File: src/logic/capture_consts.svh
`ifndef CAPTURE_CONSTS_SVH
`define CAPTURE_CONSTS_SVH

// packed camera bus, one clock bit, vsync, de, 22 reserved bits and 24 colour bits
`define CAM_PACK_W 49

// active video size
`define CAM_H_ACT 1280
`define CAM_V_ACT 720

// cycles the overflow error stays up after the last full cycle
`define CAM_ALARM_HOLD 37500000

// line fifo holds this many active lines
`define CAM_FIFO_LINES 2

`endif

File: src/logic/overflow_alarm.sv
`timescale 1ns/10ps

`include "capture_consts.svh"

module overflow_alarm #(
    parameter int HOLD = `CAM_ALARM_HOLD
) (
    input  logic clk,
    input  logic rstn,
    input  logic trip,
    output logic error
);

    localparam int CNT_W = $clog2(HOLD + 1);

    logic [CNT_W-1:0] hold_cnt;

    // reload with HOLD-1 so error drops HOLD edges after the last trip cycle
    always_ff @(posedge clk or negedge rstn) begin
        if (!rstn) begin
            hold_cnt <= '0;
            error    <= 1'b0;
        end else begin
            if (trip) begin
                hold_cnt <= CNT_W'(HOLD - 1);
            end else if (hold_cnt != '0) begin
                hold_cnt <= hold_cnt - 1'b1;
            end
            error <= trip || (hold_cnt != '0);
        end
    end

endmodule

File: config.mk
export PLATFORM = sky130hd
export DESIGN_NAME = overflow_alarm
export DESIGN_NICKNAME = d
export VERILOG_FILES = /design/src/logic/overflow_alarm.sv
export VERILOG_INCLUDE_DIRS = /design/src /design/src/logic
export SDC_FILE = /design/constraint.sdc
export NUM_CORES = 1
export LEC_CHECK = 0
export BUFFER_PORTS_ARGS = -buffer_cell sky130_fd_sc_hd__buf_2
export CELL_PAD_IN_SITES_DETAIL_PLACEMENT = 1
export CELL_PAD_IN_SITES_GLOBAL_PLACEMENT = 1
export CORE_MARGIN = 1.5
export CORE_UTILIZATION = 43
export DETAILED_ROUTE_END_ITERATION = 16
export GPL_TIMING_DRIVEN = 0
export PLACE_DENSITY_LB_ADDON = 0.1
export SYNTH_ARGS = -nofsm -noshare
export SYNTH_HDL_FRONTEND = slang
export SYNTH_SLANG_ARGS = --single-unit
File: constraint.sdc
create_clock -name clk -period 2.3 [get_ports clk]
set_input_delay 0.23 -clock clk [delete_from_list [all_inputs] [get_ports clk]]
set_output_delay 0.23 -clock clk [all_outputs]
set_load 0.05 [all_outputs]
# Word level (Yosys, flattened, before mapping)
# Cells that the tools add are included.
# word_totals
word_cells	8
ff_bits	27
# classes
n_addsub	1
muxes	2
reduce_logical	3
# ops
op	n
$mux W26	2
$reduce_bool A26 Y1	1
$sub A26 B1 Y26 const B	1
$reduce_bool A2 Y1	1
$logic_or A1 B1 Y1	1

# Logic depth before layout (Yosys ltp)
# depth
ltp_word	3
depth_mapped	9
ltp_nobuf	7

# Worst setup path before layout
# OpenSTA, ideal clock, no wires.
# synth_path
path_kind	register to register
startpoint	register hold_cnt[0]
endpoint	register hold_cnt[6]
path_buffers	1
path_stages_with_launch	9
arrival_ns	2.195
slack_ns	-0.026
cell_sequence	dfrtp_1 -> inv_1 -> ha_1 -> or4b_1 -> buf_2 -> or4_4 -> nor2_8 -> nor4_1 -> or3_1
# synth_via
elab_chain_len	3
word_cells_on_any_way	5
# synth_rtl
element	line	rtl
start, declared	overflow_alarm.sv:16	logic [CNT_W-1:0] hold_cnt;
start signal, assigned	overflow_alarm.sv:25	hold_cnt <= CNT_W'(HOLD - 1);
start signal, assigned	overflow_alarm.sv:27	hold_cnt <= hold_cnt - 1'b1;
$sub A26 B1 Y26	overflow_alarm.sv:27	
$mux W26	overflow_alarm.sv:26	end else if (hold_cnt != '0) begin
$mux W26	overflow_alarm.sv:24	if (trip) begin
# Several ways; a longest one is shown, not always the timed one. The select of a mux whose other input is x is not followed.
# A chain may end at the register's enable or synchronous reset.

# Worst setup path after layout
# layout_path
startpoint	register hold_cnt[1]
endpoint	register hold_cnt[6]
# Same word-level chain as after synthesis.

==> summary.txt <==
Run status
  – Status: finished with violations
  – Failing checks: negative setup slack

Global routing
  – Initial antenna violation count: 0
  – Number of global-route vias before repair: 1197
  – Largest net degree at the start of global routing: 28
  – Final global-route overflow total: 0
  – First-pass GRT wire length: 5950 µm
  – GRT Overall Usage: 21.7%

Floorplanning
  – Die W: 62.0 µm
  – Die Y: 62.0 µm
  – FP Rows: 21
  – I/O Pins: 4
  – Core area: 3340 µm²
  – Die area: 3850 µm²
  – Starting density of the core: 44.9%

Clock tree
  – Clock sink count: 27
  – Clock root buffer: clkbuf_4
  – CTS max path bufs: 2
  – CTS H-tree depth: 1
  – Clk pin slew, worst setup/hold paths: 160 ps
  – CTS tree: done
  – CTS Buf Count: 3
  – Clk_lat worst skew: 340 ps

Power
  – Pleak: 0.000669 µW
  – Clock Power Share: 28.6%
  – Internal power: 568 µW
  – P per Cell Area: 403 nW/µm²
  – Peak VDD IR: 0.224 mV
  – Sw Ratio: 24.9%
  – Combinational Power Share: 7.4%
  – Seq pwr share: 64.0%
  – P_sw: 188 µW

Placement
  – DP HPWL: 2420 µm
  – Port Buffers: 3
  – Final GP Congestion: 0.791
  – Pre-CTS WS: -264 ps

STA
  – Worst Tran Pin Value: 629 ps
  – Max_slew headroom: 58.1%
  – Final setup vio count: 7
  – Clk_skew: 17.0 ps
  – Crit path time final: 2340 ps
  – FMAX: 426 MHz
  – Unrepaired setup endpoints after global routing: yes
  – Setup slack after layout: -44.8 ps
  – Max-slew violation count: 0
  – Hold Fails Final Rpt: 0
  – Final period util: 102%

Route
  – Drt drc: 0
  – DRT Pass-1 Iters: 4
  – ANT nets after route: 0
  – DR vias: 1234
  – WL final: 3860 µm
  – Post-DR wirelength/cell: 17.9 µm
  – 1st-iter DRT viols: 49
  – Vias per std cell: 5.71

Setup path
  – Critical path's top delay family: simple AND/OR/NAND/NOR gates
  – Worst reg2reg setup slack: -40 ps
  – Crit-path slowest cell: or4_4
  – Critical Path RT: 2540 ps
  – Element type at the critical path start: flip-flop
  – Critical path class: reg2reg
  – Worst setup EP type: flip-flop
  – Critical path's largest stage delay: 530 ps
  – Critical path, cell by cell: inv_2, ha_4, or4b_4, or4_4, nor2_8, nor4_1, or3_1
  – Critical path arrival: 2590 ps
  – WP buf/inv: 1
  – Crit-path max FO: 5

Yosys
  – Post-synthesis sequential area ratio: 45.1%
  – Ys async rst share: 100%
  – #FFs+latches synth: 27
  – Syn Nets: 152
  – Dominant cells by area after synthesis: dfrtp_1 45%, xor2_1 5.3%, nor2_1 4.3%, nor4_1 4.2%, or4_1 4.0%
  – Post-Syn Area: 1500 µm²
  – Post-synth EDFFs: 0
  – Post-Syn Instances: 148
  – Top_reg_cell synth: dfrtp_1
  – Ys Warns: 0
  – Yosys top cell area share: 45.1%
  – Unique masters post-synth: 41
  – Largest area contributor in the netlist: dfrtp_1
  – Synth Area per Inst: 10.1 µm²

Run
  – Max-capacitance violation count: 0

Final layout
  – Diodes inserted: 0
  – Fin util: 56.3%
  – Filler instances: 378
  – Area of the multi-input gates: 913 µm²
  – Fraction of layout cells with a size suffix above 1: 31.2%
  – Nets@finish: 175
  – Register area: 677 µm²
  – P&R area growth vs syn: 25.3%

Worst hold path
  – Hold Path Class: in2reg
cell families after synthesis:
group / share of synthesized area (%)
compound gates: 10.3
xor+xnor: 8.76
fa+ha+maj: 0.835
buf+inv: 2.59
flops: 45.1
mux: 2.75
simple gates: 29.7
registers in the layout, summed over array words and instances (netlist names):
signal	count
hold_cnt	26
error	1
worst paths after layout:
check	from	endpoint	cells after the start
min in group asynchronous	rstn	hold_cnt[7]	2
worst max register to register	hold_cnt[1]	hold_cnt[6]	7
max in group asynchronous	rstn	hold_cnt[20]	2
worst max-delay path	hold_cnt[1]	hold_cnt[6]	7
worst min-delay path	trip	hold_cnt[15]	3
worst min register to register	hold_cnt[12]	hold_cnt[12]	1
final cells by class:
cell class / instances / area share (%)
Buffer: 5 / 1.60
Sequential cell: 27 / 36.0
Multi-Input combinational cell: 113 / 48.6
Timing Repair Buffer: 19 / 8.79
Inverter: 2 / 0.400
Clock inverter: 1 / 0.266
Clock buffer: 3 / 1.20
Tap cell: 46 / 3.06
stage by stage:
step,std cells,cell area [µm²],setup TNS [ps],hold slack (ps),total power [µW]
6_report,216,1880,-163,300,757
3_5_place_dp,197,1590,-1500,279,534
2_1_floorplan,148,1520,0,-65.6,514
4_1_cts,210,1780,-993,289,759
5_1_grt,216,1880,-948,305,784
3_3_place_gp,197,1590,-784,274,532
placed cells by master (no fill, tap or decap), types with 5 or more instances in the layout:
| cell | instances |
|---|---|
| nor3_1 | 5 |
| xnor2_1 | 5 |
| xor2_1 | 9 |
| or4_1 | 8 |
| dfrtp_1 | 26 |
| nor2_1 | 16 |
| buf_4 | 12 |
| nand2b_1 | 6 |
| nor4_1 | 5 |
layer usage:
metal | vias up | global-route usage [%] | share of wire [%]
li1 | 596 | - | -
met1 | 618 | 29.2 | 48
met2 | 15 | 36.0 | 50
met3 | 5 | 2.48 | 1.6
met4 | 0 | 7.29 | 1.0
met5 | - | 0 | 0
power groups by stage:
stage / clock [µW] / combinational (µW) / sequential, µW
final: 216 / 56.0 / 485
after global routing: 236 / 62.7 / 485
after CTS: 224 / 51.6 / 484
after detailed placement: 0 / 41.4 / 493
after global placement: 0 / 39.8 / 492
after floorplan: 0 / 22.5 / 491
what timing repair did:
action	in CTS	in global routing
hold endpoints to repair	27	0
setup endpoints to repair	19	26
resized for setup	16	11
pin swaps	8	4
buffers inserted	8	6
hold buffers	1	0
cloned	1	0
cell usage after synthesis (2+ instances only):
| library cell | instances |
|---|---|
| o31a_1 | 2 |
| inv_1 | 2 |
| o21ai_1 | 4 |
| o31ai_1 | 2 |
| nor2_1 | 17 |
| nor3_1 | 7 |
| nor4b_1 | 2 |
| dfrtp_1 | 27 |
| clkbuf_1 | 4 |
| nor2b_1 | 4 |
| or4_4 | 2 |
| xnor2_1 | 6 |
| xor2_1 | 9 |
| a21oi_1 | 4 |
| o21ai_0 | 3 |
| or4_1 | 8 |
| nand4_1 | 2 |
| nand2b_1 | 6 |
| or3_1 | 3 |
| mux2i_1 | 3 |
| nand3_1 | 2 |
| nor4_1 | 10 |
worst reg2reg max path, cell delays in order, from the launching register on:
cell and delay, ps:
dfrtp_1 430, inv_2 90, ha_4 130, or4b_4 490, or4_4 530, nor2_8 180, nor4_1 80, or3_1 320
Note: power is estimated with default switching activity, not from simulation.
