**src/logic/pixel_fifo.sv**
```systemverilog
`timescale 1ns/10ps

module pixel_fifo #(
    parameter int  DEPTH     = 16,
    parameter type payload_t = logic [15:0],
    localparam int CNT_W     = $clog2(DEPTH + 1)
) (
    input  logic             clk,
    input  logic             rstn,
    input  logic             flush,
    input  logic             wr_en,
    input  payload_t         wr_data,
    input  logic             rd_en,
    output payload_t         rd_data,
    output logic [CNT_W-1:0] count,
    output logic             full
);

    localparam int PTR_W = (DEPTH > 1) ? $clog2(DEPTH) : 1;
    localparam logic [PTR_W-1:0] LAST = PTR_W'(DEPTH - 1);

    payload_t mem [DEPTH];

    logic [PTR_W-1:0] wr_ptr;
    logic [PTR_W-1:0] rd_ptr;
    logic             do_wr;
    logic             do_rd;

    assign full  = (count == CNT_W'(DEPTH));
    assign do_wr = wr_en && !full;
    assign do_rd = rd_en && (count != '0);

    // first word fall through, head is always visible
    assign rd_data = mem[rd_ptr];

    always_ff @(posedge clk) begin
        if (do_wr) begin
            mem[wr_ptr] <= wr_data;
        end
    end

    always_ff @(posedge clk or negedge rstn) begin
        if (!rstn) begin
            wr_ptr <= '0;
            rd_ptr <= '0;
            count  <= '0;
        end else if (flush) begin
            // flush wins over any read or write in the same cycle
            wr_ptr <= '0;
            rd_ptr <= '0;
            count  <= '0;
        end else begin
            if (do_wr) begin
                wr_ptr <= (wr_ptr == LAST) ? '0 : wr_ptr + 1'b1;
            end
            if (do_rd) begin
                rd_ptr <= (rd_ptr == LAST) ? '0 : rd_ptr + 1'b1;
            end
            case ({do_wr, do_rd})
                2'b10: begin
                    count <= count + 1'b1;
                end
                2'b01: begin
                    count <= count - 1'b1;
                end
                default: begin
                end
            endcase
        end
    end

endmodule

```
**config.mk**
```make
export PLATFORM = sky130hd
export DESIGN_NAME = pixel_fifo
export DESIGN_NICKNAME = d
export VERILOG_FILES = /design/src/logic/pixel_fifo.sv
export SDC_FILE = /design/constraint.sdc
export NUM_CORES = 1
export LEC_CHECK = 0
export ABC_AREA = 1
export BUFFER_PORTS_ARGS = -buffer_cell sky130_fd_sc_hd__buf_2
export CAP_MARGIN = 20
export CORE_MARGIN = 1
export CORE_UTILIZATION = 55
export DETAILED_ROUTE_END_ITERATION = 8
export PLACE_DENSITY_LB_ADDON = 0.08
export SLEW_MARGIN = 25
export SYNTH_ARGS = -nofsm -noshare
export SYNTH_HDL_FRONTEND = slang
export SYNTH_SLANG_ARGS = --single-unit
```
**constraint.sdc**
```tcl
create_clock -name clk -period 2.2 [get_ports clk]
set_clock_uncertainty 0.15 [all_clocks]
set_input_delay 0.44 -clock clk [delete_from_list [all_inputs] [get_ports clk]]
set_output_delay 0.44 -clock clk [all_outputs]
set_load 0.02 [all_outputs]
```
# --- Yosys cells after proc, flatten, opt, wreduce, memory -nomap -nowiden ---
# Memory sizes are Yosys's and may differ from the RTL's.
# Cells that the tools add are included.
classes:
  add_sub_neg: 4
  n_eq_ne: 5
  muxes: 10
  n_reduce_logical: 7
ops:
  columns: ["cell", "n"]
  rows:
  - ["$mux W4", 6]
  - ["$pmux W5 S2", 1]
  - ["$add A4 B1 Y4 const B", 2]
  - ["$eq A4 B4 Y1 const B", 2]
  - ["$add A5 B1 Y5 const B", 1]
  - ["$eq A5 B5 Y1 const B", 1]
  - ["$mux W5", 1]
  - ["$reduce_bool A5 Y1", 1]
  - ["$sub A5 B1 Y5 const B", 1]
  - ["$reduce_bool A2 Y1", 2]
  - ["$reduce_bool A3 Y1", 1]
  - ["$eq A2 B1 Y1 const B", 1]
  - ["$eq A2 B2 Y1 const B", 1]
  - ["$logic_and A1 B1 Y1", 2]
  - ["$mux W1", 2]
  - ["$logic_not A1 Y1", 1]
word_totals:
  reg_bits: 13
  mem_bits_rw: 256
  inputBits: 21
  out_inout_bits: 22
  elab_cells: 30
  n_memories: 1
memory_table:
  columns: ["name", "depth", "word_bits", "rd", "rd_clocked_by_memory_dff", "wr", "line", "rtl"]
  rows:
  - ["mem", 16, 16, 1, 0, 1, "22", "payload_t mem [DEPTH];"]

# --- Logic depth before layout (Yosys ltp) ---
depth:
  ltp_word: 6
  ltp_mapped: 16

# --- Worst setup path after synthesis ---
# No wires, ideal clock.
synth_path:
  kind: "reg-to-reg"
  start: "reg count[1]"
  end: "mem mem[11][0] (netlist bit), enable pin"
  setup_ns: 0.388
  arrival_ns: 1.717
  required_ns: 1.662
  path_slack_ns: -0.055
  stages_incl_launch_ff: 7
  path_buffers: 0
  path_cell_list: "dfrtp_1 nor2_2 nand3_2 nand2_4 inv_1 nand2_1 nor2_1"
synth_via:
  elab_chain_len: 5
synth_rtl:
  columns: ["element", "line", "rtl"]
  rows:
  - ["start: declaration", "15", "output logic [CNT_W-1:0] count,"]
  - ["start signal: assignment", "61", "count <= count + 1'b1;"]
  - ["start signal: assignment", "64", "count <= count - 1'b1;"]
  - ["$eq A5 B5 Y1", "29", "assign full = (count == CNT_W'(DEPTH));"]
  - ["$logic_not A1 Y1", "30", "assign do_wr = wr_en && !full;"]
  - ["$logic_and A1 B1 Y1", "30", null]
  - ["$mux W1", "37", "if (do_wr) begin"]
  - ["$mux W1 (not written as such)", "38", "mem[wr_ptr] <= wr_data;"]
  - ["end: declaration", "22", null]
# Every way passes these cells.

==> metrics.txt <==
maximum fanout along the worst path=6; Nets=between 900 and 1000; clock transition at the registers of the reported paths=0.06 ns; Cell variety after synth=31; Int Pwr=about 0.011 W; Main synth FF type=edfxtp_1; Starting Density=around 56%; peak supply drop=between 0.8 and 0.9 mV; DRT Pass-1 Iters=5; commonest non-fill, non-tap cell in the layout=edfxtp_1; CTS Root Cell=clkbuf_16; Comb power frac=28.2%; Reg power frac=between 30 and 40%; die width=between 100 and 150 um; die height=143 um; post-route setup TNS=-8.83 ns; antenna viol nets, final=0; final count of negative-setup-slack endpoints=16; Core Util, Final=roughly 70%; CTS H-Tree Depth=1; Worst slew margin=between 70 and 80%; Tot GR Track Use=a little over a quarter; Post-Synthesis Cell Area=10900 sq um; switching share of total power=slightly below 30%; Max-cap violations=0; EDFF count, synth=around 260; DRT iter0 DRCs=around 620; WHS Path Cells=2; Routability Congestion=0.896; Synth Instances=800; largest area contributor in the synthesized netlist=edfxtp_1; R2R depth=14; FF/Latch Area=approximately 8000 sq um; Vias=around 7100; initial antenna violation count=1; routed wire length=around 27000 um; Synth top area share=just over 70%; leakage=roughly 4.7 nW; FP Rows=51; FILL cells=between 1000 and 1500; Slew Limit Fails=0; syn_area_per_cell=roughly 14 sq um; final hold slack=0.0434 ns; CP endpoint kind=output pin; RSZ-0062 raised after global routing=true; Power Density=1130 nW/um^2; CTS tree=built; Port Buffers=42; GRT Residual Overflow=0; Tcrit/Tclk final=128%; dpl hpwl=between 15000 and 20000 um; WL per Instance=22.9 um; WS Path Type=flop to output pin; asr flop ratio synth=around 4.8%; #FFs+latches synth=approximately 270; power share of the clock group=between 30 and 40%; die footprint=between 20000 and 25000 sq um; critical-path cell list=buf_6 -> buf_4 -> o21ai_0 -> o32ai_1 -> o211ai_1 -> nand3_1 -> buf_4; final hold vios=0; # diodes=0; Switching Power=0.00453 W; Ys Warns=0; DP Area=roughly 12000 sq um; most frequent cells in the layout=edfxtp_1 (256), nor2_1 (137), nand2_1 (62), o21ai_0 (48); total CTS buffers=28; final worst slack=-0.619 ns; Core Area=between 15000 and 20000 sq um; slowest stage delay, CP=between 0.5 and 0.6 ns; Slew @ Worst Pin=between 0.3 and 0.4 ns; FMAX=approximately 0.35 GHz; syn_nets=approximately 830; drt drc=0; synth-to-layout area growth=25.0%; first-pass GRT wire length=slightly above 40000 um; vias in the first global route=7105; status=complete, but fails checks; Inst Count DP=1119; I/O pins=43; Hold WC Path Type=input pin to flop; Most common cell on crit path=buf_4; synth top area cells=edfxtp_1 (71%), nor2_1 (5.6%), o32ai_1 (3.2%), o21ai_0 (3.2%), dfrtp_1 (3.0%); Final Critical Period=between 2 and 3 ns; deepest clock path buffer count=3; layout cells sized above 1=between 20% and 30%; CTS Sinks=around 270; area of the multi-input gates=2810 sq um; Worst Setup Start Kind=flop; Post-Layout Cell Count=about 1200; largest net degree at the start of global routing=39; final instance area=13600 sq um; Crit path required time=1.61 ns; Crit-path slowest cell=dfrtp_4; register area share after synthesis=between 70% and 80%; Worst EP arrival=2.23 ns; violated checks=negative setup slack; number of vias per cell=~6.0; Clock Latency Late Sink=around 0.53 ns
## area by class of cell
class	count	area share, %
well taps	265	2.44
repair buffers	110	9.51
flip-flops and latches	269	59.1
clock buffers	35	5.57
multi-input cells	462	20.7
clock inverters	17	1.86
inverters	24	0.783
## worst paths after layout
path,startpoint,end,slack [ns]
worst min register to register,count[4]$_DFFE_PN0P_,count[4]$_DFFE_PN0P_,0.42
worst max-delay path,rd_ptr[0]$_DFFE_PN0P_,rd_data[2],-0.62
max in group asynchronous,rstn,rd_ptr[1]$_DFFE_PN0P_,1.44
worst max register to register,count[0]$_DFFE_PN0P_,count[4]$_DFFE_PN0P_,0.15
worst min-delay path,flush,rd_ptr[1]$_DFFE_PN0P_,0.04
min in group asynchronous,rstn,rd_ptr[0]$_DFFE_PN0P_,0.18
## power by group through the flow
stage / clock [W] / sequential, W / combinational (W)
6_report: 0.00507 / 0.00594 / 0.00432
5_1_grt: 0.00533 / 0.00596 / 0.00461
4_1_cts: 0.00511 / 0.00592 / 0.00418
3_5_place_dp: 0 / 0.00601 / 0.00351
3_3_place_gp: 0 / 0.00600 / 0.00342
2_1_floorplan: 0 / 0.00600 / 0.00214
## critical path, delay by kind of cell, from the launching register on
kind | cells | cell delay, ns
buf+inv | 3 | 0.53
flops | 1 | 0.56
compound gates | 3 | 0.45
simple gates | 1 | 0.15
## stage by stage
step	power [W]	setup slack, ns
2_1_floorplan	0.00814	-0.0549
3_3_place_gp	0.00941	-0.205
3_5_place_dp	0.00952	-0.211
4_1_cts	0.0152	-0.609
5_1_grt	0.0159	-0.664
6_report	0.0153	-0.619
## state kept, by name, indices dropped and copies added (netlist names)
register  flops
mem         256
rd_ptr        4
wr_ptr        4
count         5
## cells by family after synthesis
logic type,count (synthesis),synth area share [%]
xor gates and xnor gates,3,0.242
muxes,24,2.21
adders and majority gates,7,0.806
AOI/OAI and AO/OA,154,9.61
buffers and inverters,69,2.98
DFF,269,73.8
and+or+nand+nor,274,10.4
## metal layers
layer  GRT usage (%)  vias up  share of wire [%]
met5               0        -              0.030
met3            3.70       49                5.8
met2            46.2      279                 50
met4            8.15        2                2.4
li1                -     3200                  -
met1            37.5     3554                 41
## Yosys cell counts, types with 4 or more instances
library cell,n
edfxtp_1,256
nor2_1,163
o21ai_0,69
nand2_1,62
o32ai_1,40
nand3_1,37
mux2i_1,24
o221ai_1,24
clkbuf_1,21
buf_2,17
inv_1,16
dfrtp_1,13
o211ai_1,9
ha_1,7
a21oi_1,5
inv_2,5
buf_6,4
nor2_2,4
## timing repair
action                                  CTS  global route
setup buffers                             2             4
gates cloned                              4             0
endpoints found under the setup margin   16            18
resized for setup                        82            30
endpoints found under the hold margin    13             0
hold buffers                              1             0
pin swaps                                20            15
(Power assumes the default switching activity.)
