==> config.mk <==
export PLATFORM = sky130hd
export DESIGN_NAME = line_buffer_flat
export DESIGN_NICKNAME = d
export VERILOG_FILES = /design/src/logic/buffer_pkg.sv /design/src/logic/video_pkg.sv /design/src/logic/pixel_stream_if.sv /design/src/logic/line_buffer.sv /design/src/flat_wrapper.sv
export VERILOG_INCLUDE_DIRS = /design/src /design/src/logic
export SDC_FILE = /design/constraint.sdc
export NUM_CORES = 1
export LEC_CHECK = 0
export ABC_AREA = 1
export BUFFER_PORTS_ARGS = -buffer_cell sky130_fd_sc_hd__buf_4
export CORE_UTILIZATION = 25
export CTS_CLUSTER_SIZE = 30
export DETAILED_ROUTE_END_ITERATION = 8
export SLEW_MARGIN = 40
export SYNTH_ARGS = -nofsm -noshare
export SYNTH_HDL_FRONTEND = slang
export SYNTH_SLANG_ARGS = --single-unit
==> constraint.sdc <==
create_clock -name clk -period 1.2 [get_ports clk]
set_input_delay 0.12 -clock clk [delete_from_list [all_inputs] [get_ports clk]]
set_output_delay 0.12 -clock clk [all_outputs]
set_load 0.01 [all_outputs]
==> src/logic/capture_consts.svh <==
`ifndef CAPTURE_CONSTS_SVH
`define CAPTURE_CONSTS_SVH

// packed camera bus, one clock bit, vsync, de, 22 reserved bits and 24 colour bits
`define CAM_PACK_W 49

// active video size
`define CAM_H_ACT 1280
`define CAM_V_ACT 720

// cycles the overflow error stays up after the last full cycle
`define CAM_ALARM_HOLD 37500000

// line fifo holds this many active lines
`define CAM_FIFO_LINES 2

`endif

==> src/logic/buffer_pkg.sv <==
package buffer_pkg;

    // stored pixel, red in the top bits
    typedef struct packed {
        logic [4:0] r;
        logic [5:0] g;
        logic [4:0] b;
    } rgb565_t;

    typedef enum logic [1:0] {
        idle       = 2'b00,
        wait_vsync = 2'b01,
        wait_line  = 2'b10,
        read_line  = 2'b11
    } capture_state_t;

endpackage

==> src/logic/video_pkg.sv <==
`include "capture_consts.svh"

package video_pkg;

    // raw receiver bus, bit positions
    //   [48]    camera clock (not used here)
    //   [47]    vsync
    //   [46]    data enable
    //   [45:24] reserved
    //   [23:16] red
    //   [15:8]  green
    //   [7:0]   blue
    typedef logic [`CAM_PACK_W-1:0] cam_pack_t;

    typedef struct packed {
        logic [7:0] r;
        logic [7:0] g;
        logic [7:0] b;
    } rgb888_t;

endpackage

==> src/logic/pixel_stream_if.sv <==
`timescale 1ns/10ps

interface pixel_stream_if;

    logic              vsync;
    logic              de;
    video_pkg::rgb888_t pix;

    modport src (
        output vsync,
        output de,
        output pix
    );

    modport snk (
        input vsync,
        input de,
        input pix
    );

endinterface

==> src/logic/line_buffer.sv <==
`timescale 1ns/10ps

`include "capture_consts.svh"

module line_buffer #(
    parameter int  H_ACT = `CAM_H_ACT,
    parameter int  V_ACT = `CAM_V_ACT,
    localparam int CNT_W = $clog2(`CAM_FIFO_LINES * H_ACT + 1),
    localparam int ROW_W = $clog2(V_ACT + 1)
) (
    input  logic                clk,
    input  logic                rstn,
    pixel_stream_if.snk         vid,
    input  logic                trig,
    output logic                acquire,
    input  logic                read_en,
    input  logic [CNT_W-1:0]    fifo_count,
    input  logic                fifo_full,
    output logic                wr_en,
    output buffer_pkg::rgb565_t wr_data,
    output logic                flush,
    output logic [ROW_W-1:0]    cam_row
);

    localparam int COL_W = $clog2(H_ACT + 1);

    buffer_pkg::capture_state_t state;
    buffer_pkg::capture_state_t state_nxt;

    logic [COL_W-1:0] col;
    logic [ROW_W-1:0] row;
    logic             write_state;
    logic             line_ready;
    logic             pop;
    logic             col_end;
    logic             row_end;
    logic             pop_last;

    assign write_state = (state == buffer_pkg::wait_line) || (state == buffer_pkg::read_line);
    assign line_ready  = (fifo_count >= CNT_W'(H_ACT));
    assign pop         = read_en && (state == buffer_pkg::read_line);
    assign col_end     = (col == COL_W'(H_ACT - 1));
    assign row_end     = (row == ROW_W'(V_ACT - 1));
    assign pop_last    = pop && col_end;

    // truncate to 565
    assign wr_data = '{
        r: vid.pix.r[7:3],
        g: vid.pix.g[7:2],
        b: vid.pix.b[7:3]
    };

    assign wr_en = vid.de && write_state && !fifo_full;

    // keep the fifo empty while not writing, and drop leftovers at each row end
    assign flush   = !write_state || pop_last;
    assign cam_row = row;

    always_comb begin
        state_nxt = state;
        case (state)
            buffer_pkg::idle: begin
                if (trig) begin
                    state_nxt = buffer_pkg::wait_vsync;
                end
            end
            buffer_pkg::wait_vsync: begin
                if (vid.vsync) begin
                    state_nxt = buffer_pkg::wait_line;
                end
            end
            buffer_pkg::wait_line: begin
                if (line_ready) begin
                    state_nxt = buffer_pkg::read_line;
                end
            end
            buffer_pkg::read_line: begin
                if (pop_last) begin
                    state_nxt = row_end ? buffer_pkg::idle : buffer_pkg::wait_line;
                end
            end
            default: begin
                state_nxt = buffer_pkg::idle;
            end
        endcase
    end

    always_ff @(posedge clk or negedge rstn) begin
        if (!rstn) begin
            state   <= buffer_pkg::idle;
            acquire <= 1'b0;
        end else begin
            state   <= state_nxt;
            acquire <= (state_nxt == buffer_pkg::read_line);
        end
    end

    // column and row of the fifo head
    always_ff @(posedge clk or negedge rstn) begin
        if (!rstn) begin
            col <= '0;
            row <= '0;
        end else if (state == buffer_pkg::idle) begin
            col <= '0;
            row <= '0;
        end else if (pop) begin
            if (col_end) begin
                col <= '0;
                row <= row_end ? '0 : row + 1'b1;
            end else begin
                col <= col + 1'b1;
            end
        end
    end

endmodule

==> src/flat_wrapper.sv <==
// flat-port wrapper written by rule: the top's interface ports become plain ports
module line_buffer_flat 
#(
    parameter int  H_ACT = `CAM_H_ACT,
    parameter int  V_ACT = `CAM_V_ACT,
    localparam int CNT_W = $clog2(`CAM_FIFO_LINES * H_ACT + 1),
    localparam int ROW_W = $clog2(V_ACT + 1)
)
  (clk, rstn, trig, acquire, read_en, fifo_count, fifo_full, wr_en, wr_data, flush, cam_row, vid_vsync, vid_de, vid_pix);
  pixel_stream_if vid_i ();
  input  logic clk;
  input  logic rstn;
  input  logic trig;
  output logic acquire;
  input  logic read_en;
  input  logic [CNT_W-1:0] fifo_count;
  input  logic fifo_full;
  output logic wr_en;
  output buffer_pkg::rgb565_t wr_data;
  output logic flush;
  output logic [ROW_W-1:0] cam_row;
  input wire logic [$bits(vid_i.vsync)-1:0] vid_vsync;
  input wire logic [$bits(vid_i.de)-1:0] vid_de;
  input wire logic [$bits(vid_i.pix)-1:0] vid_pix;
  assign vid_i.vsync = vid_vsync;
  assign vid_i.de = vid_de;
  assign vid_i.pix = vid_pix;
  line_buffer #(.H_ACT(H_ACT), .V_ACT(V_ACT)) u_core (.clk(clk), .rstn(rstn), .vid(vid_i), .trig(trig), .acquire(acquire), .read_en(read_en), .fifo_count(fifo_count), .fifo_full(fifo_full), .wr_en(wr_en), .wr_data(wr_data), .flush(flush), .cam_row(cam_row));
endmodule
* Word-level counts from Yosys, hierarchy flattened
Index checks and enable logic that the tools add are counted.
** Operators by class
- Equality and inequality tests :: 6
- Mux-type cells :: 13
- Add/sub/neg operators :: 2
- Reductions and logical operators :: 12
- Order comparisons :: 1
** Operators with widths (number)
- $mux 10 :: 4
- $mux 11 :: 3
- $ge 12x11->1 const B :: 1
- $add 11x1->11 const B :: 1
- $eq 11x11->1 const B :: 1
- $add 10x1->10 const B :: 1
- $eq 10x10->1 const B :: 1
- $mux 2 :: 5
- $pmux 2 s4 :: 1
- $eq 2x2->1 const B :: 3
- $logic_and 1x1->1 :: 4
- $reduce_bool 2->1 :: 2
- $eq 2x1->1 const B :: 1
- $logic_not 1->1 :: 2
- $logic_not 2->1 :: 1
- $logic_or 1x1->1 :: 2
- $reduce_and 2->1 :: 1
** Word-level totals
- Output and inout port bits :: 29
- Flip-flop bits (word level) :: 24
- Input port bits :: 43

* Longest topological paths before layout
Gate-level depths: netlist (run 1).
- Depth after elaboration :: 6
- Gate-level depth with buffers :: 9
- Gate-level depth less buffers :: 9

* Worst setup path before layout (run 1)
Ideal clock, no wire load.
- Path kind :: reg2reg
- Start point :: reg u_core.row[0] (netlist: u_core.cam_row[0])
- End point :: reg u_core.row[5] (netlist: u_core.cam_row[5])
- Cell stages (with the launch flop) :: 9
- Data arrival time :: 1.283 ns
- Required time :: 1.082 ns
- Path buffers :: 0
- Period minus slack after synthesis :: 1.401 ns
- Setup slack :: -0.201 ns
- Cell sequence :: dfrtp_1 ha_1 nand2_1 nor2_4 nand4_1 nand2_1 inv_2 a21oi_2 nor2_2
** Between the ends
- Word-level cells in the longest chain between the ends :: 5
- Elaborated cells between the ends (all ways) :: 6
- Those cells by class :: 1 x add/sub; 1 x eq/ne; 4 x mux
** RTL lines
- start, declared :: line line_buffer.sv:31 : logic [ROW_W-1:0] row;
- start signal, assigned :: line line_buffer.sv:109 : row <= row_end ? '0 : row + 1'b1;
- $add 10x1->10 or $eq 10x10->1 (tied branches) :: line line_buffer.sv:109, line_buffer.sv:43
- $mux 10 * :: line line_buffer.sv:109
- $mux 10 * :: line line_buffer.sv:107 : if (col_end) begin
- $mux 10 * :: line line_buffer.sv:106 : end else if (pop) begin
- $mux 10 * :: line line_buffer.sv:103 : end else if (state == buffer_pkg::idle) begin
Every way passes the cells marked *; elsewhere a longest branch is shown, timed or not. The select of a mux whose other input is x is not followed.
A chain may end at the register's enable or synchronous reset.

* Worst setup path in the final report (run 1)
- Start point :: reg u_core.col[1]
- End point :: reg u_core.col[8]
** Between the ends
- Word-level cells in the longest chain between the ends :: 4
- Elaborated cells between the ends (all ways) :: 5
- Those cells by class :: 1 x add/sub; 1 x eq/ne; 3 x mux
** RTL lines
- start, declared :: line line_buffer.sv:30 : logic [COL_W-1:0] col;
- start signal, assigned :: line line_buffer.sv:111 : col <= col + 1'b1;
- $add 11x1->11 or $eq 11x11->1 (tied branches) :: line line_buffer.sv:111, line_buffer.sv:42
- $mux 11 * :: line line_buffer.sv:107
- $mux 11 * :: line line_buffer.sv:106
- $mux 11 * :: line line_buffer.sv:103
Marked as above.

==> results of run 1 <==
-- per-stage QoR --
stage | TNS [ns] | worst slack (ns) | hold slack [ns]
after floorplan | -0.986 | -0.157 | -0.176
after global placement | -2.58 | -0.166 | 0.0499
after detailed placement | -3.27 | -0.200 | 0.0512
after CTS | -5.50 | -0.318 | 0.0543
after global routing | -8.34 | -0.405 | 0.0645
final | -5.76 | -0.302 | 0.0549
-- area by class of cell --
class / count / area, um^2 / area share [%]
sequential: 24 / 604 / 24.1
tap: 77 / 96.3 / 3.84
timing repair buffer: 79 / 681 / 27.1
clock buffer: 3 / 41.3 / 1.65
clock inverter: 1 / 30.0 / 1.20
multi-input combinational: 151 / 923 / 36.8
inverter: 33 / 131 / 5.24
-- kinds of logic (layout without fill, tap and decap cells) --
family                   count (synthesis)  after routing  share of synthesized area (%)
AND/OR/NAND/NOR                        122            122                           34.3
adder cells (fa/ha/maj)                  2              2                           1.52
XOR/XNOR                                 3              3                           1.60
AO/OA/AOI/OAI                           24             24                           8.44
flip-flops                              24             24                           36.5
buffers and inverters                   53            116                           17.6
-- power groups by stage --
| stage | clock network, W | registers (W) | logic, W |
|---|---|---|---|
| final | 0.000729 | 0.00112 | 0.00117 |
| after global placement | 0 | 0.00111 | 0.000906 |
| after detailed placement | 0 | 0.00111 | 0.000916 |
| after global routing | 0.000785 | 0.00115 | 0.00129 |
| after CTS | 0.000747 | 0.00110 | 0.00105 |
| after floorplan | 0 | 0.00112 | 0.000536 |
-- state kept, by name (all words and copies together), names as in the netlist --
name            flops
u_core.acquire      1
u_core.cam_row     10
u_core.col         11
u_core.state        2
-- layer usage --
metal  up-vias  wire (um)
met2        49       2120
met3         6        235
li1        828          -
met5         -          0
met1       735       2080
met4         0         34
-- cells in the final DEF, fill, tap and decap left out, drive strengths merged --
cell / n
o21ai: 11
dlygate4sd3: 1
nand4: 9
a211oi: 1
nand2: 59
bufbuf: 2
bufinv: 1
dfrtp: 24
ha: 2
a21oi: 10
nor2: 34
clkinv: 4
clkbuf: 3
buf: 76
nor3: 3
inv: 29
xor2: 3
o21a: 2
nand3: 17
-- cells in the mapped netlist --
cell                        n  area share (%)
sky130_fd_sc_hd__o21a_1     2            0.91
sky130_fd_sc_hd__a21oi_2    3             1.6
sky130_fd_sc_hd__o21ai_1    6             1.8
sky130_fd_sc_hd__nor3_1     3            0.91
sky130_fd_sc_hd__nand3_2    1            0.61
sky130_fd_sc_hd__nand2_4    2             1.4
sky130_fd_sc_hd__clkinv_4   1            0.53
sky130_fd_sc_hd__inv_2      2            0.46
sky130_fd_sc_hd__clkinv_1   3            0.68
sky130_fd_sc_hd__nand4_1    8             3.0
sky130_fd_sc_hd__buf_2      1            0.30
sky130_fd_sc_hd__buf_6      3             2.1
sky130_fd_sc_hd__nor2_1    28             6.4
sky130_fd_sc_hd__dfrtp_1   24              37
sky130_fd_sc_hd__buf_4     16             7.3
sky130_fd_sc_hd__xor2_1     3             1.6
sky130_fd_sc_hd__ha_1       2             1.5
sky130_fd_sc_hd__nand4_2    1            0.76
sky130_fd_sc_hd__nor2_4     2             1.4
sky130_fd_sc_hd__a21oi_1    7             2.1
sky130_fd_sc_hd__o21ai_0    5             1.5
sky130_fd_sc_hd__nor2_2     4             1.5
sky130_fd_sc_hd__inv_1     26             5.9
sky130_fd_sc_hd__nand2_1   54              12
sky130_fd_sc_hd__nand3_1   16             4.9
sky130_fd_sc_hd__inv_4      1            0.38
sky130_fd_sc_hd__nand2_2    3             1.1
sky130_fd_sc_hd__a211oi_1   1            0.46
-- critical path, stage by stage, from the launching register on --
cell and delay, ns:
sky130_fd_sc_hd__dfrtp_1 0.41, sky130_fd_sc_hd__ha_4 0.15, sky130_fd_sc_hd__buf_4 0.13, sky130_fd_sc_hd__nand2_4 0.06
sky130_fd_sc_hd__buf_4 0.14, sky130_fd_sc_hd__nor2_4 0.15, sky130_fd_sc_hd__nand3_2 0.10, sky130_fd_sc_hd__o21ai_1 0.18
sky130_fd_sc_hd__nor2_1 0.06
-- how the worst min path moves through the flow --
stage	startpoint	to
floorplan	rstn	u_core.acquire$_DFF_PN0_
global placement	rstn	u_core.col[4]$_DFFE_PN0P_
detailed placement	rstn	u_core.col[8]$_DFFE_PN0P_
CTS	vid_vsync	u_core.state[1]$_DFF_PN0_
global route	vid_vsync	u_core.state[1]$_DFF_PN0_
finish	vid_vsync	u_core.state[1]$_DFF_PN0_
-- timing repair --
action / 4_1_cts / 5_1_grt
pin swaps: 6 / 4
setup endpoints to repair: 26 / 26
gates cloned: 2 / 0
hold buffers: 1 / 0
endpoints found under the hold margin: 24 / 0
resized for setup: 23 / 18
setup buffers: 3 / 7
==> results by stage, run 1 <==
Yosys:
- In the synthesized netlist, the number of instances is 228.
- When the netlist entered floorplanning its net count stood at 273.
- The mapped netlist covers 1650 um^2.
- Summing the sequential cell areas from Yosys gives 36.5% of the chip area.
- The synthesis-stage register bit count is 24.
- The number of warnings printed during yosys synthesis is 0.
- Each instance of the synthesized netlist takes up on average 7.22 um^2.
- The distinct cell type count after synthesis is 28.

Clock network:
- The register clock-pin slew on the reported worst setup and hold paths is 0.09 ns.
- The number of buffers between clock root and the deepest sink is 2.
- The H-tree depth reported by CTS is 1.
- For the worst-skew pair, the clock arrives at the later sink with an insertion delay of 0.27 ns.
- CTS saw 24 sinks.
- The number of CTS-inserted buffers is 3.
- The root buffer selected by CTS is sky130_fd_sc_hd__clkbuf_8.
- The TritonCTS clock tree is yes.

Pwr:
- In this run switching power makes up 33.7% of total power.
- The design internal power is 0.00200 W.
- The analysis attributes to net switching a power of 0.00102 W.
- For this design the static power due to leakage is 1.29 nW.
- Combinational cells account for 38.7% of the total power.
- The worst IR drop on VDD is 731 uV.
- The total power divided by cell area is 1200 nW/um^2.
- The share of total power dissipated in the clock network is 24.1%.
- The fraction of power consumed by sequential logic is 37.2%.
- The total power is 0.00302 W.

Die:
- The die footprint is 6910 um^2.
- In this run the core area contains 29 standard-cell rows.
- Once the floorplan was initialized, standard cells occupied 25.9% of the core.
- The I/O pin count is 72.
- After floorplanning, the core was sized to cover 6350 um^2.
- From left edge to right edge, the die measures 83.1 um.
- From bottom edge to top edge, the die measures 83.1 um.

Global routing:
- Global routing finished with a remaining overflow of 0.
- The via count of the first global-routing pass is 1,563.
- The wire length of the first global-routing pass is 7420 um.
- The total global routing track utilization is 13.1%.
- The fraction of met2 tracks used by global routing is 20.7%.
- In this run the most used layer during global routing was met2.
- The initial antenna violation count is 0.
- The routing usage on met3 is 1.89%.
- The met1 routing resource usage after global routing is 18.4%.
- The maximum number of pins on one net before global-route repair is 25.

Detailed routing:
- The iteration count of the initial detailed-routing pass is 4.
- The routed via count is 1,618.
- Summed over all layers, the routed wires come to 4470 um.
- The detailed router finished its first iteration with 127 violations.
- In the final routed layout, each cell accounts on average for 12.2 um.
- In the routed design, unresolved DRC markers number 0.
- The number of nets with antenna violations after detailed routing is 0.
- In the routed layout, each cell is associated on average with a via count of 4.40.

STA:
- Derived from the worst setup path, the maximum achievable clock frequency is 666 MHz.
- The setup slack of the critical path after layout is -0.302 ns.
- The minimum clock period is 1.50 ns.
- In this run the tightest slew margin relative to its limit is 78.1%.
- Setup repair after global routing could not meet its margin everywhere.
- The total count of max-transition violations in the final report is 0.
- Setup violations remaining at the end of the flow were counted as 26.
- Across the routed clock network, the largest skew measured is 0.00139 ns.
- The final count of hold timing violations is 0.
- After layout, the worst path uses 125% of the clock period.
- The slew of the pin with the lowest slew margin is 0.328 ns.

Layout:
- The antenna diode count is 0.
- The layout overhead on the synthesized area is 52.4%.
- The final instance count without filler cells is 368.
- The number of nets in the final layout is 337.
- Once layout is complete, the utilization of the core stands at 39.5%.
- The finished layout cell area is 2510 um^2.
- The fraction of layout instances using a drive strength above 1 is 45.7%.
- The number of fill cells is 609.

Critical path:
- The setup check on the worst reg-to-reg path leaves a slack of -0.30 ns.
- The worst register-to-register path ends at u_core.col[8]$_DFFE_PN0P_.
- In this run the worst path has a maximum fanout of 4.
- The cell depth of the worst flop-to-flop path is 8.
- STA puts the critical path data required time at 1.37 ns.
- Tracing the worst setup path back leads to its startpoint at u_core.col[1]$_DFFE_PN0P_.
- STA classifies the critical path endpoint as a register.
- The critical path in this run is classified as register to register.
- At the worst endpoint, the arrival time is 1.67 ns.
- The reg-to-reg startpoint is u_core.col[1]$_DFFE_PN0P_.
- The worst setup path is launched from a register.
- The critical path ends at u_core.col[8]$_DFFE_PN0P_.

Run status:
- The checks that failed: setup timing.
- The flow ran to the end, but the final reports show violations.

Worst hold path:
- In this run the worst hold path is classified as input port to register.
- Counting instances, the worst hold path has a depth of 2.

Place:
- The cell area reported after detailed placement is 2130 um^2.
- The count of buffers from port buffering is 23.
- Summed over all nets, the half-perimeter wirelength after detailed placement is 2940 um.
- The cell count after placement is 351.
- The final RePlAce weighted congestion is 0.937.

Run:
- The tool flagged a number of max-cap violations equal to 0.
Note: power is estimated with default switching activity, not from simulation.
==> inputs of run 2 (changes only) <==
--- a/config.mk
+++ b/config.mk
@@ -8,5 +8,6 @@
 export LEC_CHECK = 0
 export ABC_AREA = 1
-export BUFFER_PORTS_ARGS = -buffer_cell sky130_fd_sc_hd__buf_4
+export BUFFER_PORTS_ARGS = -buffer_cell sky130_fd_sc_hd__buf_2
+export CORE_MARGIN = 2
 export CORE_UTILIZATION = 25
 export CTS_CLUSTER_SIZE = 30
==> constraint.sdc (replaced) <==
create_clock -name clk -period 1.2 [get_ports clk]
set_input_delay 0.12 -clock clk [delete_from_list [all_inputs] [get_ports clk]]
set_output_delay 0.12 -clock clk [all_outputs]
set_load 0.005 [all_outputs]
==> results by stage, run 2 (synthesis results as in run 1) <==
Clock network:
- The H-tree depth reported by CTS is 1 (unchanged).
- The number of buffers between clock root and the deepest sink is 2 (unchanged).
- The TritonCTS clock tree is yes (unchanged).
- The clock latency at the later pin of the worst-skew pair is 0.26 ns (was 0.27 ns).
- The number of CTS-inserted buffers is 3 (unchanged).
- The register clock-pin slew on the reported worst setup and hold paths is 0.09 ns (about the same).
- The root buffer selected by CTS is sky130_fd_sc_hd__clkbuf_8 (unchanged).
- The clock sink count came to 24 (unchanged).

Detailed routing:
- The iteration count of the initial detailed-routing pass is 4 (unchanged).
- The violation count after the first detailed-routing iteration is 97 (was 127).
- The total routed wirelength is 4270 um (was 4470 um).
- The DRC violations left came to 0 (unchanged).
- The mean number of vias per cell is 4.41 (was 4.40).
- The wire length per cell after detailed routing is 11.5 um (was 12.2 um).
- The routed via count is 1,637 (was 1,618).
- The number of nets with antenna violations after detailed routing came to 0 (unchanged).

STA:
- The slew of the pin with the lowest slew margin is 0.568 ns (was 0.328 ns).
- The post-route fraction of the period consumed by the critical path is 123% (was 125%).
- The number of setup violations in the final report is 24 (was 26).
- The achievable clock frequency is 677 MHz (was 666 MHz).
- The setup slack of the critical path after layout is -0.277 ns (was -0.302 ns).
- Setup repair after global routing missed its margin: true (unchanged).
- The worst clock skew is 0.00746 ns (was 0.00139 ns).
- The worst hold margin is 0.0691 ns (was 0.0549 ns).
- The total negative setup slack was -4.37 ns (was -5.76 ns).
- The total count of max-transition violations in the final report came to 0 (unchanged).
- The final count of hold timing violations was 0 (unchanged).
- The minimum clock period is 1.48 ns (was 1.50 ns).
- The worst slew margin relative to its limit is 62.1% (was 78.1%).

Die:
- The die footprint is 7250 um^2 (was 6910 um^2).
- The I/O pin count is 72 (unchanged).
- The core area is 6350 um^2 (unchanged).
- The effective utilization at floorplan was 25.9% (unchanged).
- The number of standard-cell rows in the floorplan was 29 (unchanged).
- The die span in y is 85.1 um (was 83.1 um).
- The width of the die is 85.1 um (was 83.1 um).

Global routing:
- The total global routing track utilization is 12.0% (was 13.1%).
- The remaining global-route overflow is 0 (unchanged).
- The via count of the first global-routing pass came to 1,614 (was 1,563).
- The initial antenna violation count was 0 (unchanged).
- The maximum number of pins on one net before global-route repair is 25 (unchanged).
- The wire length of the first global-routing pass is 7200 um (was 7420 um).

Pwr:
- The leakage dissipation came to 1.24 nW (was 1.29 nW).
- The worst IR drop on VDD is 772 uV (was 731 uV).
- The total power divided by cell area came to 1170 nW/um^2 (was 1200 nW/um^2).

Critical path:
- The path type of the worst setup path is register to register (unchanged).
- The minimum setup slack among reg-to-reg paths is -0.28 ns (was -0.30 ns).
- Crit path cell chain: ha_4 > buf_4 > nand2_4 > nor2_4 > nand3_4 > nand2_4 > buf_4 > nand4_1 > nand2_1 > nor2_2 (was ha_4 > buf_4 > nand2_4 > buf_4 > nor2_4 > nand3_2 > o21ai_1 > nor2_1).
- The capture point of the worst reg-to-reg path is u_core.cam_row[9]$_DFFE_PN0P_ (was u_core.col[8]$_DFFE_PN0P_).
- The required time reported for the critical path endpoint is 1.36 ns (was 1.37 ns).
- The cell depth of the worst flop-to-flop path is 10 (was 8).
- The slowest cell on the critical path is sky130_fd_sc_hd__dfrtp_1 (unchanged).
- The critical path launch point is u_core.col[1]$_DFFE_PN0P_ (unchanged).
- The endpoint of the worst setup timing path is u_core.cam_row[9]$_DFFE_PN0P_ (was u_core.col[8]$_DFFE_PN0P_).
- The reg-to-reg startpoint is u_core.col[1]$_DFFE_PN0P_ (unchanged).
- The total number of cells along the worst setup path is 10 (was 8).
- The arrival time of the worst setup path is 1.64 ns (was 1.67 ns).
- The highest cell delay on the worst timing path was 0.40 ns (was 0.41 ns).
- The buffer and inverter count on the worst path is 2 (unchanged).
- The largest delay contributor family on the critical path is simple AND/OR/NAND/NOR gates (was flip-flops).
- The type of destination of the critical path was a register (unchanged).
- The kind of launch point of the worst setup path is a register (unchanged).
- The maximum fanout along the worst path is 3 (was 4).

Run:
- The number of max-cap violations is 0 (unchanged).

Layout:
- The number of nets in the final layout is 341 (was 337).
- The finished layout cell area was 2430 um^2 (was 2510 um^2).
- Highest-count cells in the layout ignoring fill and taps: sky130_fd_sc_hd__buf_4 (52), sky130_fd_sc_hd__nand2_1 (44), sky130_fd_sc_hd__nor2_1 (24), sky130_fd_sc_hd__inv_1 (24) (was sky130_fd_sc_hd__buf_4 (69), sky130_fd_sc_hd__nand2_1 (44), sky130_fd_sc_hd__inv_1 (25), sky130_fd_sc_hd__nor2_1 (24), sky130_fd_sc_hd__dfrtp_1 (21)).
- The flip-flop count of the largest register after layout came to 11 (unchanged).
- The area of all sequential standard cells is 603 um^2 (was 604 um^2).
- The fraction of layout instances using a drive strength above 1 is 45.6% (was 45.7%).
- The layout overhead on the synthesized area is 47.7% (was 52.4%).
- The antenna diode count is 0 (unchanged).
- The final core area utilization is 38.3% (was 39.5%).
- The number of fill cells is 606 (was 609).
- The most common cell after layout, fill and taps aside is sky130_fd_sc_hd__buf_4 (unchanged).
- The register bank with the most flops was u_core.col (unchanged).
- The combined area of the multi-input logic cells is 917 um^2 (was 923 um^2).

Worst hold path:
- The worst hold-check path type is input port to register (unchanged).

Place:
- The post-placement setup slack is -0.190 ns (was -0.200 ns).
- The cell area reported after detailed placement is 2110 um^2 (was 2130 um^2).
- The count of buffers from port buffering was 23 (unchanged).
- The detailed placement HPWL is 2980 um (was 2940 um).
- The final RePlAce weighted congestion is 0.896 (was 0.937).

Run status:
- Violated checks: setup timing (unchanged).
- Status: finished, violations left (unchanged).
-- run 2: how the worst min path moves through the flow --
stage	from	end	cells after the start
after floorplan	rstn	u_core.acquire$_DFF_PN0_	0
after global placement	rstn	u_core.col[9]$_DFFE_PN0P_	1
after detailed placement	rstn	u_core.col[0]$_DFFE_PN0P_	1
after CTS	vid_vsync	u_core.state[1]$_DFF_PN0_	2
after global routing	vid_vsync	u_core.state[1]$_DFF_PN0_	2
final	vid_vsync	u_core.state[1]$_DFF_PN0_	2
-- run 2: area by class of cell --
cell class                      instances  share of cell area [%]
Sequential cell                        24                    24.8
Tap cell                               77                    3.96
Timing Repair Buffer                   83                    26.4
Multi-Input combinational cell        151                    37.7
Clock buffer                            3                    1.70
Inverter                               33                    5.41
-- run 2: worst reg2reg max path: stages, from the launching register on --
cell	delay (ns)
sky130_fd_sc_hd__dfrtp_1	0.40
sky130_fd_sc_hd__ha_4	0.16
sky130_fd_sc_hd__buf_4	0.12
sky130_fd_sc_hd__nand2_4	0.06
sky130_fd_sc_hd__nor2_4	0.11
sky130_fd_sc_hd__nand3_4	0.11
sky130_fd_sc_hd__nand2_4	0.12
sky130_fd_sc_hd__buf_4	0.11
sky130_fd_sc_hd__nand4_1	0.07
sky130_fd_sc_hd__nand2_1	0.09
sky130_fd_sc_hd__nor2_2	0.03
-- run 2: per-layer routing --
layer | share of wire (%) | wire [um] | vias up | GRT usage (%)
li1 | - | - | 837 | -
met1 | 45 | 1930 | 760 | 15.4
met2 | 50 | 2130 | 34 | 20.8
met3 | 3.8 | 162 | 6 | 1.65
met4 | 1.2 | 51 | 0 | 3.75
met5 | 0 | 0 | - | 0
-- run 2: what timing repair did --
action	in CTS	in global routing
gates cloned	0	1
pin swaps	15	5
resized for setup	22	15
setup endpoints to repair	26	26
buffers inserted	14	0
hold buffers	1	0
hold endpoints to repair	24	0
-- run 2: stage by stage --
stage / cells / total power [W]
final: 371 / 0.00285
after global routing: 371 / 0.00307
after CTS: 370 / 0.00276
after detailed placement: 353 / 0.00210
after floorplan: 228 / 0.00162
after global placement: 353 / 0.00209
-- run 2: where the power goes --
group	switching, W	leakage [nW]	internal [W]
clock network	0.000255	0.0216	0.000224
registers	0.000141	0.305	0.000958
logic	0.000613	0.917	0.000655
total	0.00101	1.24	0.00184
==> inputs of run 3 (changes only) <==
Settings changed: CORE_UTILIZATION 25 to 43, PLACE_DENSITY set to 0.77.
==> results by stage, run 3 (synthesis results as in run 1) <==
Layout:
- The number of nets in the final layout is 342 (was 341).
- The area of all sequential standard cells is 603 um^2 (unchanged).
- The finished layout cell area came to 2430 um^2 (about the same).
- The combined area of the multi-input logic cells is 937 um^2 (was 917 um^2).
- The final core area utilization is 66.5% (was 38.3%).
- Highest-count cells in the layout ignoring fill and taps: sky130_fd_sc_hd__buf_4 (53), sky130_fd_sc_hd__nand2_1 (43), sky130_fd_sc_hd__nor2_1 (24) (was sky130_fd_sc_hd__buf_4 (52), sky130_fd_sc_hd__nand2_1 (44), sky130_fd_sc_hd__nor2_1 (24), sky130_fd_sc_hd__inv_1 (24)).
- The fraction of layout instances using a drive strength above 1 is 47.0% (was 45.6%).
- The most common cell after layout, fill and taps aside is sky130_fd_sc_hd__buf_4 (unchanged).
- The register bank with the most flops is u_core.col (unchanged).
- The flip-flop count of the largest register after layout is 11 (unchanged).
- The final instance count without filler cells is 344 (was 371).
- The layout overhead on the synthesized area is 47.9% (was 47.7%).
- The number of fill cells is 262 (was 606).
- The antenna diode count came to 0 (unchanged).

STA:
- The minimum clock period is 1.56 ns (was 1.48 ns).
- The achievable clock frequency is 642 MHz (was 677 MHz).
- Setup repair after global routing missed its margin: true (unchanged).
- The worst clock skew came to 0.00853 ns (was 0.00746 ns).
- The total count of max-transition violations in the final report is 0 (unchanged).
- The post-route fraction of the period consumed by the critical path is 130% (was 123%).
- The setup slack of the critical path after layout came to -0.359 ns (was -0.277 ns).
- The final count of hold timing violations is 0 (unchanged).
- The number of setup violations in the final report was 26 (was 24).
- The worst slew margin relative to its limit is 63.0% (was 62.1%).
- The slew of the pin with the lowest slew margin is 0.555 ns (was 0.568 ns).

Critical path:
- The reg-to-reg startpoint was u_core.col[3]$_DFFE_PN0P_ (was u_core.col[1]$_DFFE_PN0P_).
- The minimum setup slack among reg-to-reg paths is -0.32 ns (was -0.28 ns).
- Crit path cell chain: nand2_1 > nor2_1 > nand4_2 > buf_6 > nand2_2 > buf_6 (was ha_4 > buf_4 > nand2_4 > nor2_4 > nand3_4 > nand2_4 > buf_4 > nand4_1 > nand2_1 > nor2_2).
- The slowest cell on the critical path is sky130_fd_sc_hd__dfrtp_1 (unchanged).
- The kind of launch point of the worst setup path is a register (unchanged).
- The required time reported for the critical path endpoint is 1.08 ns (was 1.36 ns).
- The arrival time of the worst setup path is 1.44 ns (was 1.64 ns).
- The critical path launch point is u_core.col[3]$_DFFE_PN0P_ (was u_core.col[1]$_DFFE_PN0P_).
- The capture point of the worst reg-to-reg path was u_core.state[1]$_DFF_PN0_ (was u_core.cam_row[9]$_DFFE_PN0P_).
- The type of destination of the critical path is an output pin (was register).
- The cell depth of the worst flop-to-flop path is 8 (was 10).
- The endpoint of the worst setup timing path is flush (was u_core.cam_row[9]$_DFFE_PN0P_).
- Counting stages on the worst path, the most repeated cell is sky130_fd_sc_hd__buf_6.
- The maximum fanout along the worst path is 4 (was 3).
- The path type of the worst setup path is register to output pin (was register to register).
- The highest cell delay on the worst timing path is 0.42 ns (was 0.40 ns).

Clock network:
- The number of CTS-inserted buffers is 3 (unchanged).
- The TritonCTS clock tree is yes (unchanged).
- The clock sink count is 24 (unchanged).
- The clock latency at the later pin of the worst-skew pair is 0.28 ns (was 0.26 ns).
- The number of buffers between clock root and the deepest sink came to 2 (unchanged).
- The H-tree depth reported by CTS was 1 (unchanged).
- The root buffer selected by CTS was sky130_fd_sc_hd__clkbuf_8 (unchanged).
- The register clock-pin slew on the reported worst setup and hold paths came to 0.10 ns (was 0.09 ns).

Pwr:
- The net switching fraction of the power is 34.3% (was 35.4%).
- The worst IR drop on VDD is 891 uV (was 772 uV).
- The net switching component of the power is 0.00114 W (was 0.00101 W).
- The clock network fraction of total power was 22.4% (was 16.8%).
- The total power was 0.00333 W (was 0.00285 W).
- The leakage dissipation is 1.27 nW (was 1.24 nW).
- The combinational cell fraction of total power was 45.1% (was 44.5%).
- The total power divided by cell area came to 1370 nW/um^2 (was 1170 nW/um^2).
- The fraction of power consumed by sequential logic was 32.5% (was 38.6%).
- The design internal power is 0.00219 W (was 0.00184 W).

Run:
- The number of max-cap violations was 0 (unchanged).

Place:
- The cell area reported after detailed placement is 2050 um^2 (was 2110 um^2).
- The detailed placement HPWL is 2740 um (was 2980 um).
- The cell count after placement is 323 (was 353).
- The count of buffers from port buffering was 23 (unchanged).
- The final RePlAce weighted congestion came to 0.835 (was 0.896).
- The post-placement setup slack came to -0.177 ns (was -0.190 ns).

Run status:
- Status: finished, violations left (unchanged).
- Violated checks: setup timing (unchanged).

Global routing:
- The via count of the first global-routing pass is 1,672 (was 1,614).
- The initial antenna violation count is 0 (unchanged).
- The maximum number of pins on one net before global-route repair came to 25 (unchanged).
- The wire length of the first global-routing pass was 7170 um (was 7200 um).
- The total global routing track utilization came to 21.2% (was 12.0%).
- The remaining global-route overflow came to 0 (unchanged).

Detailed routing:
- The mean number of vias per cell was 5.04 (was 4.41).
- The violation count after the first detailed-routing iteration was 102 (was 97).
- The iteration count of the initial detailed-routing pass is 4 (unchanged).
- The wire length per cell after detailed routing is 14.0 um (was 11.5 um).
- The DRC violations left is 0 (unchanged).
- The routed via count is 1,735 (was 1,637).
- The total routed wirelength is 4820 um (was 4270 um).
- The number of nets with antenna violations after detailed routing was 0 (unchanged).

Die:
- The die footprint is 4340 um^2 (was 7250 um^2).
- The core area is 3660 um^2 (was 6350 um^2).
- The I/O pin count is 72 (unchanged).
- The effective utilization at floorplan is 44.9% (was 25.9%).
- The width of the die was 65.9 um (was 85.1 um).
- The number of standard-cell rows in the floorplan came to 22 (was 29).
- The die span in y came to 65.9 um (was 85.1 um).

Worst hold path:
- The worst hold-check path type is input port to register (unchanged).
-- run 3: power groups by stage --
stage / clock network (W) / logic, W / registers (W)
2_1_floorplan: 0 / 0.000534 / 0.00109
3_3_place_gp: 0 / 0.000990 / 0.00108
3_5_place_dp: 0 / 0.00101 / 0.00108
4_1_cts: 0.000732 / 0.00121 / 0.00107
5_1_grt: 0.000784 / 0.00159 / 0.00110
6_report: 0.000745 / 0.00150 / 0.00108
-- run 3: cell type report --
class                           count  share of cell area [%]
Clock buffer                        3                    1.70
Clock inverter                      1                    1.23
Inverter                           33                    5.40
Multi-Input combinational cell    151                    38.5
Sequential cell                    24                    24.8
Tap cell                           48                    2.47
Timing Repair Buffer               84                    25.9
-- run 3: per-stage QoR --
| step | hold slack [ns] | TNS, ns |
|---|---|---|
| floorplan | -0.176 | -1.15 |
| global placement | 0.134 | -2.08 |
| detailed placement | 0.141 | -2.89 |
| CTS | 0.0610 | -4.99 |
| global route | 0.0679 | -7.79 |
| finish | 0.0539 | -6.65 |
-- run 3: worst max-delay path: cells and delay by family (launching register included) --
kind	cells	cell delay, ns
buf+inv	2	0.24
flops	1	0.42
simple gates	4	0.51
-- run 3: timing repair --
action / in CTS / in global routing
gates resized for setup: 27 / 18
buffers inserted: 9 / 7
pin swaps: 6 / 10
hold buffers: 1 / 0
cloned: 0 / 1
endpoints found under the hold margin: 24 / 0
setup endpoints to repair: 26 / 26
-- run 3: how the worst min path moves through the flow --
stage / startpoint / end / slack, ns / depth (start not counted)
finish: vid_vsync / u_core.state[1]$_DFF_PN0_ / 0.05 / 2
global route: vid_vsync / u_core.state[1]$_DFF_PN0_ / 0.07 / 2
CTS: vid_vsync / u_core.state[1]$_DFF_PN0_ / 0.06 / 2
detailed placement: rstn / u_core.col[1]$_DFFE_PN0P_ / 0.14 / 1
global placement: rstn / u_core.col[3]$_DFFE_PN0P_ / 0.13 / 1
floorplan: rstn / u_core.acquire$_DFF_PN0_ / -0.18 / 0
-- run 3: metal layers --
layer / GRT usage, % / share of wire, %
met5: 0 / 0
met4: 8.85 / 1.9
met3: 3.41 / 6.6
met2: 36.2 / 50
met1: 26.5 / 41
